$ cat src/design/ctrl_pkg.sv
//////////////////////////////////////////////////////////////////////
// core controller shared types
// pc source codes toward fetch, jump kinds from the decoder and
// operand forwarding selects
//////////////////////////////////////////////////////////////////////

`default_nettype none

package ctrl_pkg;

  //////////////////////////////////////////////////////////////////////
  // pc mux
  //////////////////////////////////////////////////////////////////////

  // pc source requested from the fetch stage
  // codes are fixed by the fetch stage mux
  typedef enum logic [2:0] {
    PC_BOOT      = 3'b000,
    PC_JUMP      = 3'b010,
    PC_BRANCH    = 3'b011,
    PC_EXCEPTION = 3'b100,
    PC_ERET      = 3'b101
  } pc_mux_e;

  //////////////////////////////////////////////////////////////////////
  // control transfer kind
  //////////////////////////////////////////////////////////////////////

  // jal and jalr resolve in decode, cond branches resolve in EX
  typedef enum logic [1:0] {
    BRANCH_NONE = 2'b00,
    BRANCH_JAL  = 2'b01,
    BRANCH_JALR = 2'b10,
    BRANCH_COND = 2'b11
  } jump_e;

  //////////////////////////////////////////////////////////////////////
  // operand forwarding
  //////////////////////////////////////////////////////////////////////

  // source of an ID-stage operand
  typedef enum logic [1:0] {
    SEL_REGFILE = 2'b00,
    SEL_FW_EX   = 2'b01,
    SEL_FW_WB   = 2'b10
  } fw_sel_e;

endpackage

`default_nettype wire

$ cat src/design/ctrl_fsm.sv
//////////////////////////////////////////////////////////////////////
// core controller state machine
// sequences boot, sleep, first fetch, decode and WFI flush, and
// raises the pc redirect for jumps, branches, exceptions and eret
//////////////////////////////////////////////////////////////////////

`timescale 1ns/1ps
`default_nettype none

module ctrl_fsm
  import ctrl_pkg::*;
(
  input  logic    clk,
  input  logic    rst_n,

  // run control and exception request
  input  logic    fetch_enable_i,
  input  logic    exc_req_i,

  // decode side
  input  logic    instr_valid_i,
  input  logic    branch_taken_ex_i,
  input  jump_e   jump_in_dec_i,
  input  logic    eret_insn_i,
  input  logic    pipe_flush_i,

  // pipeline progress
  input  logic    id_ready_i,
  input  logic    ex_valid_i,

  // jalr operand hazard from the stall logic
  input  logic    jr_stall_i,

  output logic    instr_req_o,
  output logic    ctrl_busy_o,
  output logic    is_decoding_o,

  // fetch redirect
  output logic    pc_set_o,
  output pc_mux_e pc_mux_o,

  // exception controller strobes
  output logic    exc_ack_o,
  output logic    exc_save_if_o,
  output logic    exc_save_id_o,
  output logic    exc_restore_id_o,

  output logic    halt_if_o,
  output logic    halt_id_o
);

  typedef enum logic [2:0] {
    RESET,
    BOOT_SET,
    SLEEP,
    FIRST_FETCH,
    DECODE,
    FLUSH_EX,
    FLUSH_WB
  } ctrl_state_e;

  ctrl_state_e state_q;
  ctrl_state_e state_d;

  // a jump or eret redirect already went out for the instruction in ID
  logic jump_done_q;
  logic jump_done_d;

  //////////////////////////////////////////////////////////////////////
  // next state and outputs
  //////////////////////////////////////////////////////////////////////

  always_comb
  begin
    state_d          = state_q;
    jump_done_d      = jump_done_q;

    // running core fetches and is busy unless a state says otherwise
    instr_req_o      = 1'b1;
    ctrl_busy_o      = 1'b1;
    is_decoding_o    = 1'b0;

    pc_set_o         = 1'b0;
    pc_mux_o         = PC_BOOT;

    exc_ack_o        = 1'b0;
    exc_save_if_o    = 1'b0;
    exc_save_id_o    = 1'b0;
    exc_restore_id_o = 1'b0;

    halt_if_o        = 1'b0;
    halt_id_o        = 1'b0;

    case (state_q)
      // idle out of reset, nothing fetched yet
      RESET:
      begin
        ctrl_busy_o = 1'b0;
        instr_req_o = 1'b0;
        if (fetch_enable_i)
          state_d = BOOT_SET;
      end

      // load the boot address into the fetch pc
      BOOT_SET:
      begin
        pc_set_o = 1'b1;
        pc_mux_o = PC_BOOT;
        state_d  = FIRST_FETCH;
      end

      // pipeline is empty, wake on enable or a pending exception
      SLEEP:
      begin
        ctrl_busy_o = 1'b0;
        instr_req_o = 1'b0;
        halt_if_o   = 1'b1;
        halt_id_o   = 1'b1;
        if (fetch_enable_i || exc_req_i)
          state_d = FIRST_FETCH;
      end

      // wait here while the first instruction misses in IF
      FIRST_FETCH:
      begin
        if (id_ready_i)
          state_d = DECODE;

        // nothing valid in ID yet, so the IF pc is the one to save
        if (exc_req_i)
        begin
          pc_set_o      = 1'b1;
          pc_mux_o      = PC_EXCEPTION;
          exc_ack_o     = 1'b1;
          exc_save_if_o = 1'b1;
        end
      end

      DECODE:
      begin
        // a taken branch in EX kills the instruction in ID
        if (instr_valid_i && !branch_taken_ex_i)
        begin
          is_decoding_o = 1'b1;

          if ((jump_in_dec_i == BRANCH_JAL) || (jump_in_dec_i == BRANCH_JALR))
          begin
            // target is known in decode, redirect once
            // jalr waits for its base register to settle
            pc_mux_o = PC_JUMP;
            if (!jr_stall_i && !jump_done_q)
            begin
              pc_set_o    = 1'b1;
              jump_done_d = 1'b1;
            end
          end
          else if (exc_req_i)
          begin
            // trap on the ID instruction, keep it out of EX
            pc_set_o      = 1'b1;
            pc_mux_o      = PC_EXCEPTION;
            exc_ack_o     = 1'b1;
            exc_save_id_o = 1'b1;
            halt_id_o     = 1'b1;
          end

          // eret takes the mux over whatever was picked above
          if (eret_insn_i)
          begin
            pc_mux_o         = PC_ERET;
            exc_restore_id_o = 1'b1;
            if (!jump_done_q)
            begin
              pc_set_o    = 1'b1;
              jump_done_d = 1'b1;
            end
          end

          // WFI, or eret back into a core that is not enabled
          if (pipe_flush_i || (eret_insn_i && !fetch_enable_i))
          begin
            halt_if_o = 1'b1;
            halt_id_o = 1'b1;
            state_d   = FLUSH_EX;
          end
        end

        // branch resolved taken in EX wins over everything in ID
        if (branch_taken_ex_i)
        begin
          pc_set_o      = 1'b1;
          pc_mux_o      = PC_BRANCH;
          is_decoding_o = 1'b0;
        end
      end

      // drain EX, hold the front of the pipe
      FLUSH_EX:
      begin
        halt_if_o = 1'b1;
        halt_id_o = 1'b1;
        if (ex_valid_i)
          state_d = FLUSH_WB;
      end

      // drain WB, then resume or go to sleep
      FLUSH_WB:
      begin
        halt_id_o = 1'b1;
        halt_if_o = !fetch_enable_i;
        if (fetch_enable_i)
          state_d = DECODE;
        else
          state_d = SLEEP;
      end

      // unused encoding, fall back to reset
      default:
      begin
        instr_req_o = 1'b0;
        state_d     = RESET;
      end
    endcase
  end

  //////////////////////////////////////////////////////////////////////
  // state registers
  //////////////////////////////////////////////////////////////////////

  always_ff @(posedge clk or negedge rst_n)
  begin
    if (!rst_n)
    begin
      state_q     <= RESET;
      jump_done_q <= 1'b0;
    end
    else
    begin
      state_q     <= state_d;
      // ID accepting means the next instruction arrives, rearm the jump
      jump_done_q <= jump_done_d & ~id_ready_i;
    end
  end

endmodule

`default_nettype wire

$ cat src/design/hazard_unit.sv
//////////////////////////////////////////////////////////////////////
// pipeline hazard detection
// load-use and jalr operand stalls, misaligned stall and write
// enable deassertion for the instruction in ID
//////////////////////////////////////////////////////////////////////

`timescale 1ns/1ps
`default_nettype none

module hazard_unit
  import ctrl_pkg::*;
(
  input  logic  is_decoding_i,
  input  logic  illegal_insn_i,

  // LSU state in EX
  input  logic  data_req_ex_i,
  input  logic  data_misaligned_i,

  input  jump_e jump_in_dec_i,

  // pending register writes
  input  logic  regfile_we_ex_i,
  input  logic  regfile_we_wb_i,
  input  logic  regfile_alu_we_fw_i,

  // destination matches against the ID sources
  input  logic  reg_d_ex_is_reg_a_i,
  input  logic  reg_d_ex_is_reg_b_i,
  input  logic  reg_d_ex_is_reg_c_i,
  input  logic  reg_d_wb_is_reg_a_i,
  input  logic  reg_d_alu_is_reg_a_i,

  output logic  load_stall_o,
  output logic  jr_stall_o,
  output logic  misaligned_stall_o,
  output logic  deassert_we_o
);

  logic ex_src_match;
  logic jr_base_pending;

  // EX destination hits any operand of the ID instruction
  assign ex_src_match = reg_d_ex_is_reg_a_i | reg_d_ex_is_reg_b_i | reg_d_ex_is_reg_c_i;

  // load data only shows up in WB, so a dependent op has to wait
  assign load_stall_o = data_req_ex_i & regfile_we_ex_i & ex_src_match;

  // jalr base register still in flight on any write path
  assign jr_base_pending = (regfile_we_ex_i     & reg_d_ex_is_reg_a_i)  |
                           (regfile_alu_we_fw_i & reg_d_alu_is_reg_a_i) |
                           (regfile_we_wb_i     & reg_d_wb_is_reg_a_i);

  // jump target feeds the pc directly, no forwarding there
  assign jr_stall_o = (jump_in_dec_i == BRANCH_JALR) & jr_base_pending;

  // second half of a misaligned access holds ID
  assign misaligned_stall_o = data_misaligned_i;

  // no register write for an instruction that is not being decoded,
  // is illegal, or is held back by a stall
  assign deassert_we_o = ~is_decoding_i |
                         illegal_insn_i |
                         load_stall_o   |
                         jr_stall_o;

endmodule

`default_nettype wire

$ cat src/design/operand_fwd_unit.sv
//////////////////////////////////////////////////////////////////////
// operand forwarding select
// picks register file, EX or WB data for ID operands a, b and c
//////////////////////////////////////////////////////////////////////

`timescale 1ns/1ps
`default_nettype none

module operand_fwd_unit
  import ctrl_pkg::*;
(
  input  logic    regfile_we_wb_i,
  input  logic    regfile_alu_we_fw_i,
  input  logic    data_misaligned_i,
  input  logic    mult_multicycle_i,

  // WB destination matches
  input  logic    reg_d_wb_is_reg_a_i,
  input  logic    reg_d_wb_is_reg_b_i,
  input  logic    reg_d_wb_is_reg_c_i,

  // ALU/MUL destination matches
  input  logic    reg_d_alu_is_reg_a_i,
  input  logic    reg_d_alu_is_reg_b_i,
  input  logic    reg_d_alu_is_reg_c_i,

  output fw_sel_e operand_a_fw_sel_o,
  output fw_sel_e operand_b_fw_sel_o,
  output fw_sel_e operand_c_fw_sel_o
);

  always_comb
  begin
    operand_a_fw_sel_o = SEL_REGFILE;
    operand_b_fw_sel_o = SEL_REGFILE;
    operand_c_fw_sel_o = SEL_REGFILE;

    // older result from WB
    if (regfile_we_wb_i)
    begin
      if (reg_d_wb_is_reg_a_i)
        operand_a_fw_sel_o = SEL_FW_WB;
      if (reg_d_wb_is_reg_b_i)
        operand_b_fw_sel_o = SEL_FW_WB;
      if (reg_d_wb_is_reg_c_i)
        operand_c_fw_sel_o = SEL_FW_WB;
    end

    // younger result from EX is the newer value, so it wins
    if (regfile_alu_we_fw_i)
    begin
      if (reg_d_alu_is_reg_a_i)
        operand_a_fw_sel_o = SEL_FW_EX;
      if (reg_d_alu_is_reg_b_i)
        operand_b_fw_sel_o = SEL_FW_EX;
      if (reg_d_alu_is_reg_c_i)
        operand_c_fw_sel_o = SEL_FW_EX;
    end

    // misaligned access reuses the EX address for its second half
    // multicycle mul keeps its partial result on operand c
    if (data_misaligned_i)
    begin
      operand_a_fw_sel_o = SEL_FW_EX;
      operand_b_fw_sel_o = SEL_REGFILE;
    end
    else if (mult_multicycle_i)
      operand_c_fw_sel_o = SEL_FW_EX;
  end

endmodule

`default_nettype wire

$ cat src/design/core_controller.sv
//////////////////////////////////////////////////////////////////////
// core pipeline controller
// state machine, hazard detection and operand forwarding select
// for a small in-order RV32 core
//////////////////////////////////////////////////////////////////////

`timescale 1ns/1ps
`default_nettype none

module core_controller
  import ctrl_pkg::*;
(
  input  logic    clk,
  input  logic    rst_n,

  input  logic    fetch_enable_i,
  input  logic    exc_req_i,

  // from decode and the IF/ID register
  input  logic    instr_valid_i,
  input  logic    branch_taken_ex_i,
  input  jump_e   jump_in_dec_i,
  input  jump_e   jump_in_id_i,
  input  logic    eret_insn_i,
  input  logic    pipe_flush_i,
  input  logic    illegal_insn_i,

  // stage handshakes
  input  logic    id_ready_i,
  input  logic    ex_valid_i,

  // LSU and multiplier
  input  logic    data_req_ex_i,
  input  logic    data_misaligned_i,
  input  logic    mult_multicycle_i,

  // register write enables per path
  input  logic    regfile_we_ex_i,
  input  logic    regfile_we_wb_i,
  input  logic    regfile_alu_we_fw_i,

  // destination vs source matches
  input  logic    reg_d_ex_is_reg_a_i,
  input  logic    reg_d_ex_is_reg_b_i,
  input  logic    reg_d_ex_is_reg_c_i,
  input  logic    reg_d_wb_is_reg_a_i,
  input  logic    reg_d_wb_is_reg_b_i,
  input  logic    reg_d_wb_is_reg_c_i,
  input  logic    reg_d_alu_is_reg_a_i,
  input  logic    reg_d_alu_is_reg_b_i,
  input  logic    reg_d_alu_is_reg_c_i,

  output logic    instr_req_o,
  output logic    ctrl_busy_o,
  output logic    pc_set_o,
  output pc_mux_e pc_mux_o,
  output logic    exc_ack_o,
  output logic    exc_save_if_o,
  output logic    exc_save_id_o,
  output logic    exc_restore_id_o,
  output logic    halt_if_o,
  output logic    halt_id_o,

  output logic    load_stall_o,
  output logic    jr_stall_o,
  output logic    misaligned_stall_o,
  output logic    deassert_we_o,

  output fw_sel_e operand_a_fw_sel_o,
  output fw_sel_e operand_b_fw_sel_o,
  output fw_sel_e operand_c_fw_sel_o
);

  // state machine is in decode with a live instruction in ID
  logic is_decoding;

  //////////////////////////////////////////////////////////////////////
  // sequencing
  //////////////////////////////////////////////////////////////////////

  // jalr hazard loops back from the stall logic to hold the jump
  ctrl_fsm u_ctrl_fsm (
    .clk               (clk),
    .rst_n             (rst_n),
    .fetch_enable_i    (fetch_enable_i),
    .exc_req_i         (exc_req_i),
    .instr_valid_i     (instr_valid_i),
    .branch_taken_ex_i (branch_taken_ex_i),
    .jump_in_dec_i     (jump_in_dec_i),
    .eret_insn_i       (eret_insn_i),
    .pipe_flush_i      (pipe_flush_i),
    .id_ready_i        (id_ready_i),
    .ex_valid_i        (ex_valid_i),
    .jr_stall_i        (jr_stall_o),
    .instr_req_o       (instr_req_o),
    .ctrl_busy_o       (ctrl_busy_o),
    .is_decoding_o     (is_decoding),
    .pc_set_o          (pc_set_o),
    .pc_mux_o          (pc_mux_o),
    .exc_ack_o         (exc_ack_o),
    .exc_save_if_o     (exc_save_if_o),
    .exc_save_id_o     (exc_save_id_o),
    .exc_restore_id_o  (exc_restore_id_o),
    .halt_if_o         (halt_if_o),
    .halt_id_o         (halt_id_o)
  );

  //////////////////////////////////////////////////////////////////////
  // stalls and forwarding
  //////////////////////////////////////////////////////////////////////

  hazard_unit u_hazard_unit (
    .is_decoding_i        (is_decoding),
    .illegal_insn_i       (illegal_insn_i),
    .data_req_ex_i        (data_req_ex_i),
    .data_misaligned_i    (data_misaligned_i),
    .jump_in_dec_i        (jump_in_dec_i),
    .regfile_we_ex_i      (regfile_we_ex_i),
    .regfile_we_wb_i      (regfile_we_wb_i),
    .regfile_alu_we_fw_i  (regfile_alu_we_fw_i),
    .reg_d_ex_is_reg_a_i  (reg_d_ex_is_reg_a_i),
    .reg_d_ex_is_reg_b_i  (reg_d_ex_is_reg_b_i),
    .reg_d_ex_is_reg_c_i  (reg_d_ex_is_reg_c_i),
    .reg_d_wb_is_reg_a_i  (reg_d_wb_is_reg_a_i),
    .reg_d_alu_is_reg_a_i (reg_d_alu_is_reg_a_i),
    .load_stall_o         (load_stall_o),
    .jr_stall_o           (jr_stall_o),
    .misaligned_stall_o   (misaligned_stall_o),
    .deassert_we_o        (deassert_we_o)
  );

  operand_fwd_unit u_operand_fwd_unit (
    .regfile_we_wb_i      (regfile_we_wb_i),
    .regfile_alu_we_fw_i  (regfile_alu_we_fw_i),
    .data_misaligned_i    (data_misaligned_i),
    .mult_multicycle_i    (mult_multicycle_i),
    .reg_d_wb_is_reg_a_i  (reg_d_wb_is_reg_a_i),
    .reg_d_wb_is_reg_b_i  (reg_d_wb_is_reg_b_i),
    .reg_d_wb_is_reg_c_i  (reg_d_wb_is_reg_c_i),
    .reg_d_alu_is_reg_a_i (reg_d_alu_is_reg_a_i),
    .reg_d_alu_is_reg_b_i (reg_d_alu_is_reg_b_i),
    .reg_d_alu_is_reg_c_i (reg_d_alu_is_reg_c_i),
    .operand_a_fw_sel_o   (operand_a_fw_sel_o),
    .operand_b_fw_sel_o   (operand_b_fw_sel_o),
    .operand_c_fw_sel_o   (operand_c_fw_sel_o)
  );

endmodule

`default_nettype wire

$ cat config.mk
export PLATFORM = sky130hd
export DESIGN_NAME = core_controller
export DESIGN_NICKNAME = d
export VERILOG_FILES = /design/src/design/ctrl_pkg.sv /design/src/design/ctrl_fsm.sv /design/src/design/hazard_unit.sv /design/src/design/operand_fwd_unit.sv /design/src/design/core_controller.sv
export SDC_FILE = /design/constraint.sdc
export NUM_CORES = 1
export LEC_CHECK = 0
export BUFFER_PORTS_ARGS = -buffer_cell sky130_fd_sc_hd__clkbuf_2
export CAP_MARGIN = 20
export CORE_MARGIN = 2
export CORE_UTILIZATION = 39
export CTS_CLUSTER_SIZE = 30
export DETAILED_ROUTE_END_ITERATION = 16
export PLACE_DENSITY = 0.87
export SYNTH_ARGS = -nofsm -noshare
export SYNTH_HDL_FRONTEND = slang
export SYNTH_HIERARCHICAL = 1
export SYNTH_SLANG_ARGS = --single-unit
$ cat constraint.sdc
create_clock -name clk -period 3.3 [get_ports clk]
set_clock_uncertainty 0.15 [all_clocks]
set_input_delay 0.66 -clock clk [delete_from_list [all_inputs] [get_ports clk]]
set_output_delay 0.66 -clock clk [all_outputs]
set_load 0.01 [all_outputs]
**Word-level counts from Yosys, hierarchy flattened**

Index checks and enable logic that the tools add are counted.

- Register bits after elaboration: 4
- Bits in latches: 0
- Memory bits (writable): 0
- Bits in read-only memories: 0
- Bits of input ports: 30
- Output and inout bits: 22
- Memories: 0

- Add/subtract/negate cells: 0
- Multipliers: 0
- Div/mod/pow operators: 0
- Magnitude comparators: 0
- Eq/ne operators: 14
- Shift-type cells: 0
- Mux-type cells: 63
- Bitwise logic cells: 16
- Reductions and logical operators: 16

Operators with widths:

| kind | count |
|---|---|
| 3-bit two-way mux | 12 |
| 2-bit two-way mux | 16 |
| 1-bit two-way mux | 29 |
| 3-bit case mux with 7 select lines | 1 |
| 3-bit equality test, second input constant | 3 |
| 1-bit bitwise AND | 7 |
| 1-bit OR | 7 |
| 3-bit by 2-bit equality test with 1-bit output, second input constant | 2 |
| 2-bit by 1-bit inequality test with 1-bit output, second input constant | 3 |
| 2-bit inequality test, second input constant | 3 |
| 1-bit case mux with 3 select lines | 2 |
| 3-bit case mux with 2 select lines | 1 |
| 6-bit AND reduction | 1 |
| 5-bit OR reduction | 1 |
| 1-bit zero test | 4 |
| 1-bit case mux with 2 select lines | 2 |
| 2-bit OR reduction | 2 |
| 3-bit by 1-bit equality test with 1-bit output, second input constant | 1 |
| 1-bit logical AND | 3 |
| 3-bit zero test | 1 |
| 1-bit logical OR | 3 |
| 3-bit OR reduction | 1 |
| 2-bit by 1-bit equality test with 1-bit output, second input constant | 1 |
| 2-bit equality test, second input constant | 1 |
| 1-bit inverter | 2 |

**Logic depth before layout (Yosys ltp)**

Gate-level depths: netlist of the first run.

- Word-level depth: 13
- Mapped depth: 6
- Gate-level depth less buffers: 5

**Cells and area by module**

The synthesis of the first run kept the hierarchy.

By module, submodules not included:

| module | instances | cells an instance | area each (sq um) |
|---|---|---|---|
| ctrl_fsm | 1 | 64 | 470.5 |
| operand_fwd_unit | 1 | 11 | 60.1 |
| hazard_unit | 1 | 8 | 53.8 |

**Worst setup path before layout of the first run**

Ideal clock, no wire load.

- Path type: input -> output
- Start: input regfile_alu_we_fw_i
- End: output pc_set_o
- Arrival time: 1.707 ns
- Data required time: 2.490 ns
- Path slack: 0.783 ns
- Stages on the path: 5
- Buffers on the path: 0
- Cells stage by stage: a222oi_1 -> nor3_1 -> o21bai_1 -> a21oi_1 -> o21ai_0

- Cells in the longest elaborated chain, start to end: 13

RTL lines:

| what | line | RTL |
|---|---|---|
| start: declaration | core_controller.sv:40 | `input logic regfile_alu_we_fw_i,` |
| 1-bit bitwise AND (*) | hazard_unit.sv:51 | `(regfile_alu_we_fw_i & reg_d_alu_is_reg_a_i) \|` |
| 1-bit OR (*) | hazard_unit.sv:50 | `assign jr_base_pending = (regfile_we_ex_i & reg_d_ex_is_reg_a_i) \|` |
| 1-bit OR (*) | hazard_unit.sv:51 |  |
| 1-bit bitwise AND (*) | hazard_unit.sv:55 | `assign jr_stall_o = (jump_in_dec_i == BRANCH_JALR) & jr_base_pending;` |
| net jr_stall_o | core_controller.sv:65 | `output logic jr_stall_o,` |
| 1-bit zero test (*) | ctrl_fsm.sv:151 | `if (!jr_stall_i && !jump_done_q)` |
| 1-bit logical AND (*) | ctrl_fsm.sv:151 |  |
| 1-bit two-way mux (*) | ctrl_fsm.sv:151 |  |
| 1-bit two-way mux (*) | ctrl_fsm.sv:146 | `if ((jump_in_dec_i == BRANCH_JAL) \|\| (jump_in_dec_i == BRANCH_JALR))` |
| 1-bit two-way mux | ctrl_fsm.sv:172 | `if (!jump_done_q)` |
| 1-bit two-way mux (*) | ctrl_fsm.sv:168 | `if (eret_insn_i)` |
| 1-bit two-way mux (*) | ctrl_fsm.sv:142 | `if (instr_valid_i && !branch_taken_ex_i)` |
| 1-bit two-way mux (*) | ctrl_fsm.sv:189 | `if (branch_taken_ex_i)` |
| 1-bit case mux with 3 select lines (*) | ctrl_fsm.sv:94 | `case (state_q)` |
| end: declaration | core_controller.sv:55 | `output logic pc_set_o,` |

The timed path passes the listed nets; every way through them passes the cells marked *.

**Worst setup path in the final report of the first run**

- Start: input regfile_alu_we_fw_i
- End: output pc_set_o

- Cells in the longest elaborated chain, start to end: 13

RTL lines:

| what | line |
|---|---|
| 1-bit bitwise AND (*) | hazard_unit.sv:51 |
| 1-bit OR (*) | hazard_unit.sv:50 |
| 1-bit OR (*) | hazard_unit.sv:51 |
| 1-bit bitwise AND (*) | hazard_unit.sv:55 |
| 1-bit zero test (*) | ctrl_fsm.sv:151 |
| 1-bit logical AND (*) | ctrl_fsm.sv:151 |
| 1-bit two-way mux (*) | ctrl_fsm.sv:151 |
| 1-bit two-way mux (*) | ctrl_fsm.sv:146 |
| 1-bit two-way mux | ctrl_fsm.sv:172 |
| 1-bit two-way mux (*) | ctrl_fsm.sv:168 |
| 1-bit two-way mux (*) | ctrl_fsm.sv:142 |
| 1-bit two-way mux (*) | ctrl_fsm.sv:189 |
| 1-bit case mux with 3 select lines (*) | ctrl_fsm.sv:94 |

Every way passes the cells marked *; elsewhere a longest branch is shown, timed or not.

==> metrics.yaml, run 1 <==
clock_tree:
  htreeDepth: 1
  clockRootBuffer: "clkbuf_4"
  cts_inserted_buffers: 3
  cts.reportedPaths.clkPinSlew_ns: 0.04
  post_cts_buffers: 0
  cts-resized-gates: 0
  cts_tree: "yes"
  cts_sinks: 4
  cts.path.max_buffers: 2
  cts_hold_buf: 0
  clk_latency_ns: 0.23
worst_setup_path:
  crit_family: "compound AO/OA/AOI/OAI gates"
  reg2reg_depth: 3
  r2r_start: "u_ctrl_fsm/state_q[1]"
  r2r_slack_ns: 1.46
  cp.arrival_ns: 1.87
  end_kind: "output pin"
  crit_fanout: 4
  timing.rr.end: "u_ctrl_fsm/state_q[2]"
  cp-start-kind: "input port"
  worstPathCellList: "clkbuf_2 > a222oi_1 > nor3_1 > o21bai_1 > a21oi_1 > o21ai_0 > clkbuf_2"
  crit_top_cell: "clkbuf_2"
  cp_data_required_time_ns: 2.49
  cpPeakStageDelay_ns: 0.40
  crit_type: "input port to output pin"
  cp_num_buf_inv: 2
  slowest_stage: "a222oi_1"
job:
  maxCapViolCount: 0
worst_hold_path:
  hold_path.class: "input port to asynchronous set/reset pin"
layout:
  seqCellArea_um2: 100.1
  drive_gt1_frac: 0.4341
  syn_to_final_growth_pct: 41.76
  final_nets: 161
  antenna-diode-count: 0
  finalNonFillerCells: 144
  fin_area_um2: 828.3
  multi_input_area_um2: 407.9
  n_fill_cell: 131
pwr:
  powerDensity_mw_per_mm2: 617.6
  leakagePower_nw: 0.4746
  ir_drop_v: 0.0004627
  finalPower_mw: 0.5116
sta:
  rsz0062_at_grt: "false"
  setup_viol: 0
  maxClockFrequency_ghz: 0.3733
  worstMarginPinSlew_ns: 0.4861
  final_hold_viol_count: 0
  relSlewSlack: 0.6759
  hold_slack_ns: 0.07303
  final_max_slew_viol_count: 0
  fin_crit_ns: 2.679
  tns_ns: 0
  min_period_over_period: 0.8118
synthesis:
  yosysMostFrequentCell: "nand2_1"
  synthTopCellsByCount: "nand2_1 (12), inv_1 (9), a21oi_1 (6), o21ai_0 (6)"
  yosys.area.top_type: "dfrtp_1"
  syn_inst: 83
  syn_avg_cell_area_um2: 7.040
  synth_top_area_share: 0.1713
  syn-num-nets: 113
  synth_area_leaders: "dfrtp_1 (17%), nand2_1 (7.7%), inv_1 (5.8%)"
  synth_edf_count: 0
  ys_seq_area_frac: 0.1713
  yosys_most_used_dff: "dfrtp_1"
  yosysWarnings: 6
  ys_ff_latch: 4
  synth.distinct_cells: 37
  async_reset_ff_frac: 1.000
  synth_area_um2: 584.3
detailed_routing:
  drt_pass1_iterations: 4
  drt_iter0_drc: 18
  drtAntennaViolNets: 0
  num_vias: 792
  via_per_inst: 5.500
  drc: 0
  wl_per_cell_um: 11.55
  wirelength_mm: 1.663
global_route:
  grt_pass1_vias: 670
  grt_pass1_wl_mm: 2.477
  grtUsageTotal: 0.1706
  grt_max_degree: 18
  antenna_found_initial: 0
  grt_overflow: 0
placed_design:
  finalWeightedCongestion: 0.7665
  placed_cells: 141
  dpl.hpwl_mm: 1.404
  portBuffers: 49
  dpl_cell_area_um2: 805.8
run_status:
  status: "finished clean"
floorplanning:
  pin_count: 52
  die_w_um: 42.71
  start_util: 0.4328
  die_area_mm2: 0.001824
  core-area_mm2: 0.001350
  rows: 13
  die_h_um: 42.71
-- cells by family after synthesis --
family / after synthesis / share of synthesized area
compound gates: 27 / 0.3255
simple gates: 34 / 0.3191
buf+inv: 15 / 0.1306
mux: 2 / 0.03854
flops: 4 / 0.1713
xor+xnor: 1 / 0.01499
-- layout make-up --
| type | count | area share |
|---|---|---|
| timing repair buffer | 49 | 0.2961 |
| multi-input combinational | 64 | 0.4924 |
| inverter | 9 | 0.04079 |
| tap | 15 | 0.02266 |
| sequential | 4 | 0.1208 |
| clock buffer | 3 | 0.02719 |
-- flip-flops by register name (all words and copies together) (netlist names) --
signal	flops
u_ctrl_fsm/state_q	3
u_ctrl_fsm/jump_done_q	1
-- placed cells by master (no fill, tap or decap), types with 2 or more instances in the layout --
master | synthesis | final
o21a_1 | 2 | 2
mux2_1 | 2 | 2
and4_1 | 2 | 2
clkbuf_2 | 0 | 49
nor2_1 | 4 | 4
dfrtp_1 | 4 | 4
nor3_1 | 3 | 3
nor2b_1 | 2 | 2
o311ai_1 | 2 | 2
nand2_1 | 12 | 12
nand2b_1 | 2 | 2
o21ai_0 | 6 | 6
clkbuf_4 | 0 | 3
inv_1 | 9 | 9
a21oi_1 | 6 | 6
and2_1 | 2 | 2
-- metal layers --
layer	part of all wire	vias up	wire, um	global-route usage
met4	0	0	0	0.03750
met5	0	-	0	0
met2	0.48	52	793	0.3242
met1	0.39	347	652	0.1753
li1	-	393	-	-
met3	0.13	0	217	0.05957
-- how the worst max path moves through the flow --
| stage | startpoint | end | slack, ns | depth (start not counted) |
|---|---|---|---|---|
| 5_1_grt | regfile_alu_we_fw_i | pc_set_o | 0.45 | 7 |
| 3_3_place_gp | regfile_alu_we_fw_i | pc_set_o | 0.63 | 7 |
| 6_report | regfile_alu_we_fw_i | pc_set_o | 0.62 | 7 |
| 3_5_place_dp | regfile_alu_we_fw_i | pc_set_o | 0.60 | 7 |
| 2_1_floorplan | regfile_alu_we_fw_i | pc_set_o | 0.78 | 5 |
| 4_1_cts | regfile_alu_we_fw_i | pc_set_o | 0.59 | 7 |
-- where the power goes --
group,internal (mW),switching [mW]
Clock,0.0406,0.0191
Combinational,0.152,0.168
Sequential,0.0704,0.0614
Total,0.263,0.248
-- per-stage QoR --
| stage | setup WS [ns] | util |
|---|---|---|
| finish | 0.6212 | 0.6135 |
| global route | 0.4545 | 0.6135 |
| CTS | 0.5901 | 0.6135 |
| detailed placement | 0.5960 | 0.5968 |
| global placement | 0.6288 | 0.5968 |
| floorplan | 0.7831 | - |
(Power assumes the default switching activity.)
==> run 2: changes to the inputs <==
CORE_UTILIZATION = 33   (was 39)
PLACE_DENSITY = 0.79   (was 0.87)
clock period = 2.2 ns   (was 3.3 ns; I/O delays follow)
==> run 2 against run 1 <==
Compared with the run above:
- total power rose by 66%
- first-iteration DRC count fell by 33%
- setup slack worse by 0.60 ns
- combinational power rose by 89%
- largest power group unchanged
==> metrics.yaml, run 2 (synthesis gave the netlist of run 1 again) <==
clock_tree:
  htreeDepth: 1
  cts_inserted_buffers: 3
  cts.reportedPaths.clkPinSlew_ns: 0.04
  cts.path.max_buffers: 2
  cts_sinks: 4
  cts_tree: "yes"
  clk_latency_ns: 0.24
  clockRootBuffer: "clkbuf_4"
placed_design:
  portBuffers: 49
  dpl_cell_area_um2: 868.3
  dpl.hpwl_mm: 1.450
  finalWeightedCongestion: 0.8322
  placed_cells: 151
worst_setup_path:
  crit_type: "input port to output pin"
  cp-start-kind: "input port"
  crit_family: "compound AO/OA/AOI/OAI gates"
  worstPathCellList: "buf_6 > a222oi_1 > nor3_1 > o21bai_1 > a21oi_1 > o21ai_1 > buf_2"
  cp.arrival_ns: 1.59
  end_kind: "output pin"
  crit_fanout: 2
  slowest_stage: "a222oi_1"
  cp_data_required_time_ns: 1.61
  cp_num_buf_inv: 2
  cpPeakStageDelay_ns: 0.39
layout:
  layout.cells.most_common_list: "clkbuf_2 (47), buf_4 (13), nand2_1 (12), inv_1 (9), a21oi_1 (6)"
  fin_util: 0.5652
  syn_to_final_growth_pct: 63.38
  layout_commonest_cell: "clkbuf_2"
  drive_gt1_frac: 0.4965
  fin_area_um2: 954.7
  reg.largest.list: "u_ctrl_fsm/state_q x3, u_ctrl_fsm/jump_done_q x1"
  antenna-diode-count: 0
  finalNonFillerCells: 160
  final_nets: 175
  largest_register_ffs: 3
  largest_register: "u_ctrl_fsm/state_q"
pwr:
  finalPower_mw: 0.8494
  ir_drop_v: 0.0007009
  powerDensity_mw_per_mm2: 889.7
  leakagePower_nw: 0.5476
global_route:
  grt_pass1_wl_mm: 2.373
  grtUsageTotal: 0.1533
  grt_pass1_vias: 637
  grt_max_degree: 17
  antenna_found_initial: 0
  grt_overflow: 0
job:
  maxCapViolCount: 0
sta:
  maxClockFrequency_ghz: 0.4593
  final_max_slew_viol_count: 0
  tns_ns: 0
  min_period_over_period: 0.9896
  final_hold_viol_count: 0
  worstMarginPinSlew_ns: 0.3567
  rsz0062_at_grt: "true"
  relSlewSlack: 0.7622
  fin_crit_ns: 2.177
  setup_viol: 0
detailed_routing:
  wirelength_mm: 1.755
  drc: 0
  wl_per_cell_um: 10.97
  num_vias: 822
  via_per_inst: 5.138
  drt_pass1_iterations: 4
  drt_iter0_drc: 12
  drtAntennaViolNets: 0
floorplanning:
  die_area_mm2: 0.002123
  die_w_um: 46.08
  rows: 15
  core-area_mm2: 0.001689
  die_h_um: 46.08
  pin_count: 52
  start_util: 0.3459
worst_hold_path:
  hold_path.class: "input port to flip-flop"
run_status:
  status: "finished clean"
## run 2: final timing paths
path | from | to | slack, ns | cells after the start
setup / recovery | reg_d_alu_is_reg_a_i | pc_set_o | 0.02 | 7
hold / removal | id_ready_i | u_ctrl_fsm/jump_done_q | 0.24 | 2
setup reg to reg | u_ctrl_fsm/state_q[2] | u_ctrl_fsm/state_q[1] | 0.41 | 5
hold reg to reg | u_ctrl_fsm/jump_done_q | u_ctrl_fsm/jump_done_q | 0.34 | 2
max in group asynchronous | rst_n | u_ctrl_fsm/state_q[0] | 1.38 | 2
min in group asynchronous | rst_n | u_ctrl_fsm/jump_done_q | 0.39 | 2
## run 2: where the power goes
part | switching, mW | leakage, nW | internal, mW | total, mW
Clock | 0.0287 | 0.0138 | 0.0609 | 0.0895
Sequential | 0.0458 | 0.0480 | 0.109 | 0.154
Combinational | 0.316 | 0.486 | 0.290 | 0.605
Total | 0.390 | 0.548 | 0.459 | 0.849
## run 2: area by class of cell
type | instances | area (um2)
fill | 174 | 734.5
timing repair buffer | 63 | 359.1
inverter | 9 | 33.78
sequential | 4 | 101.3
clock buffer | 3 | 22.52
tap | 17 | 21.27
multi-input combinational | 64 | 416.7
## run 2: per-stage QoR
stage / setup slack (ns) / hold slack, ns
final: 0.02294 / 0.2360
after global routing: -0.1139 / 0.2429
after CTS: 0.003481 / 0.2303
after detailed placement: -0.05743 / 0.09946
after floorplan: 0.1231 / -0.005591
after global placement: -0.03310 / 0.09802
## run 2: repair_timing
| item | in CTS | in global routing |
|---|---|---|
| endpoints found under the hold margin | 4 | 0 |
| hold buffers | 1 | 0 |
| cloned | 0 | 0 |
| setup endpoints to repair | 2 | 3 |
| gates resized for setup | 2 | 4 |
| buffers inserted | 3 | 2 |
| pin swaps | 3 | 4 |
## run 2: per-layer routing
layer / global-route usage / vias up / wire length, um
met5: 0 / - / 0
met4: 0.04000 / 0 / 0
met3: 0.06275 / 0 / 219
met2: 0.2722 / 52 / 853
met1: 0.1663 / 350 / 683
li1: - / 420 / -
## run 2: worst register-to-register path, delay by kind of cell (launching register included)
family,cells,cell delay (ns)
flops,1,0.37
simple gates,1,0.26
compound gates,2,0.37
buf+inv,1,0.17
mux,1,0.34
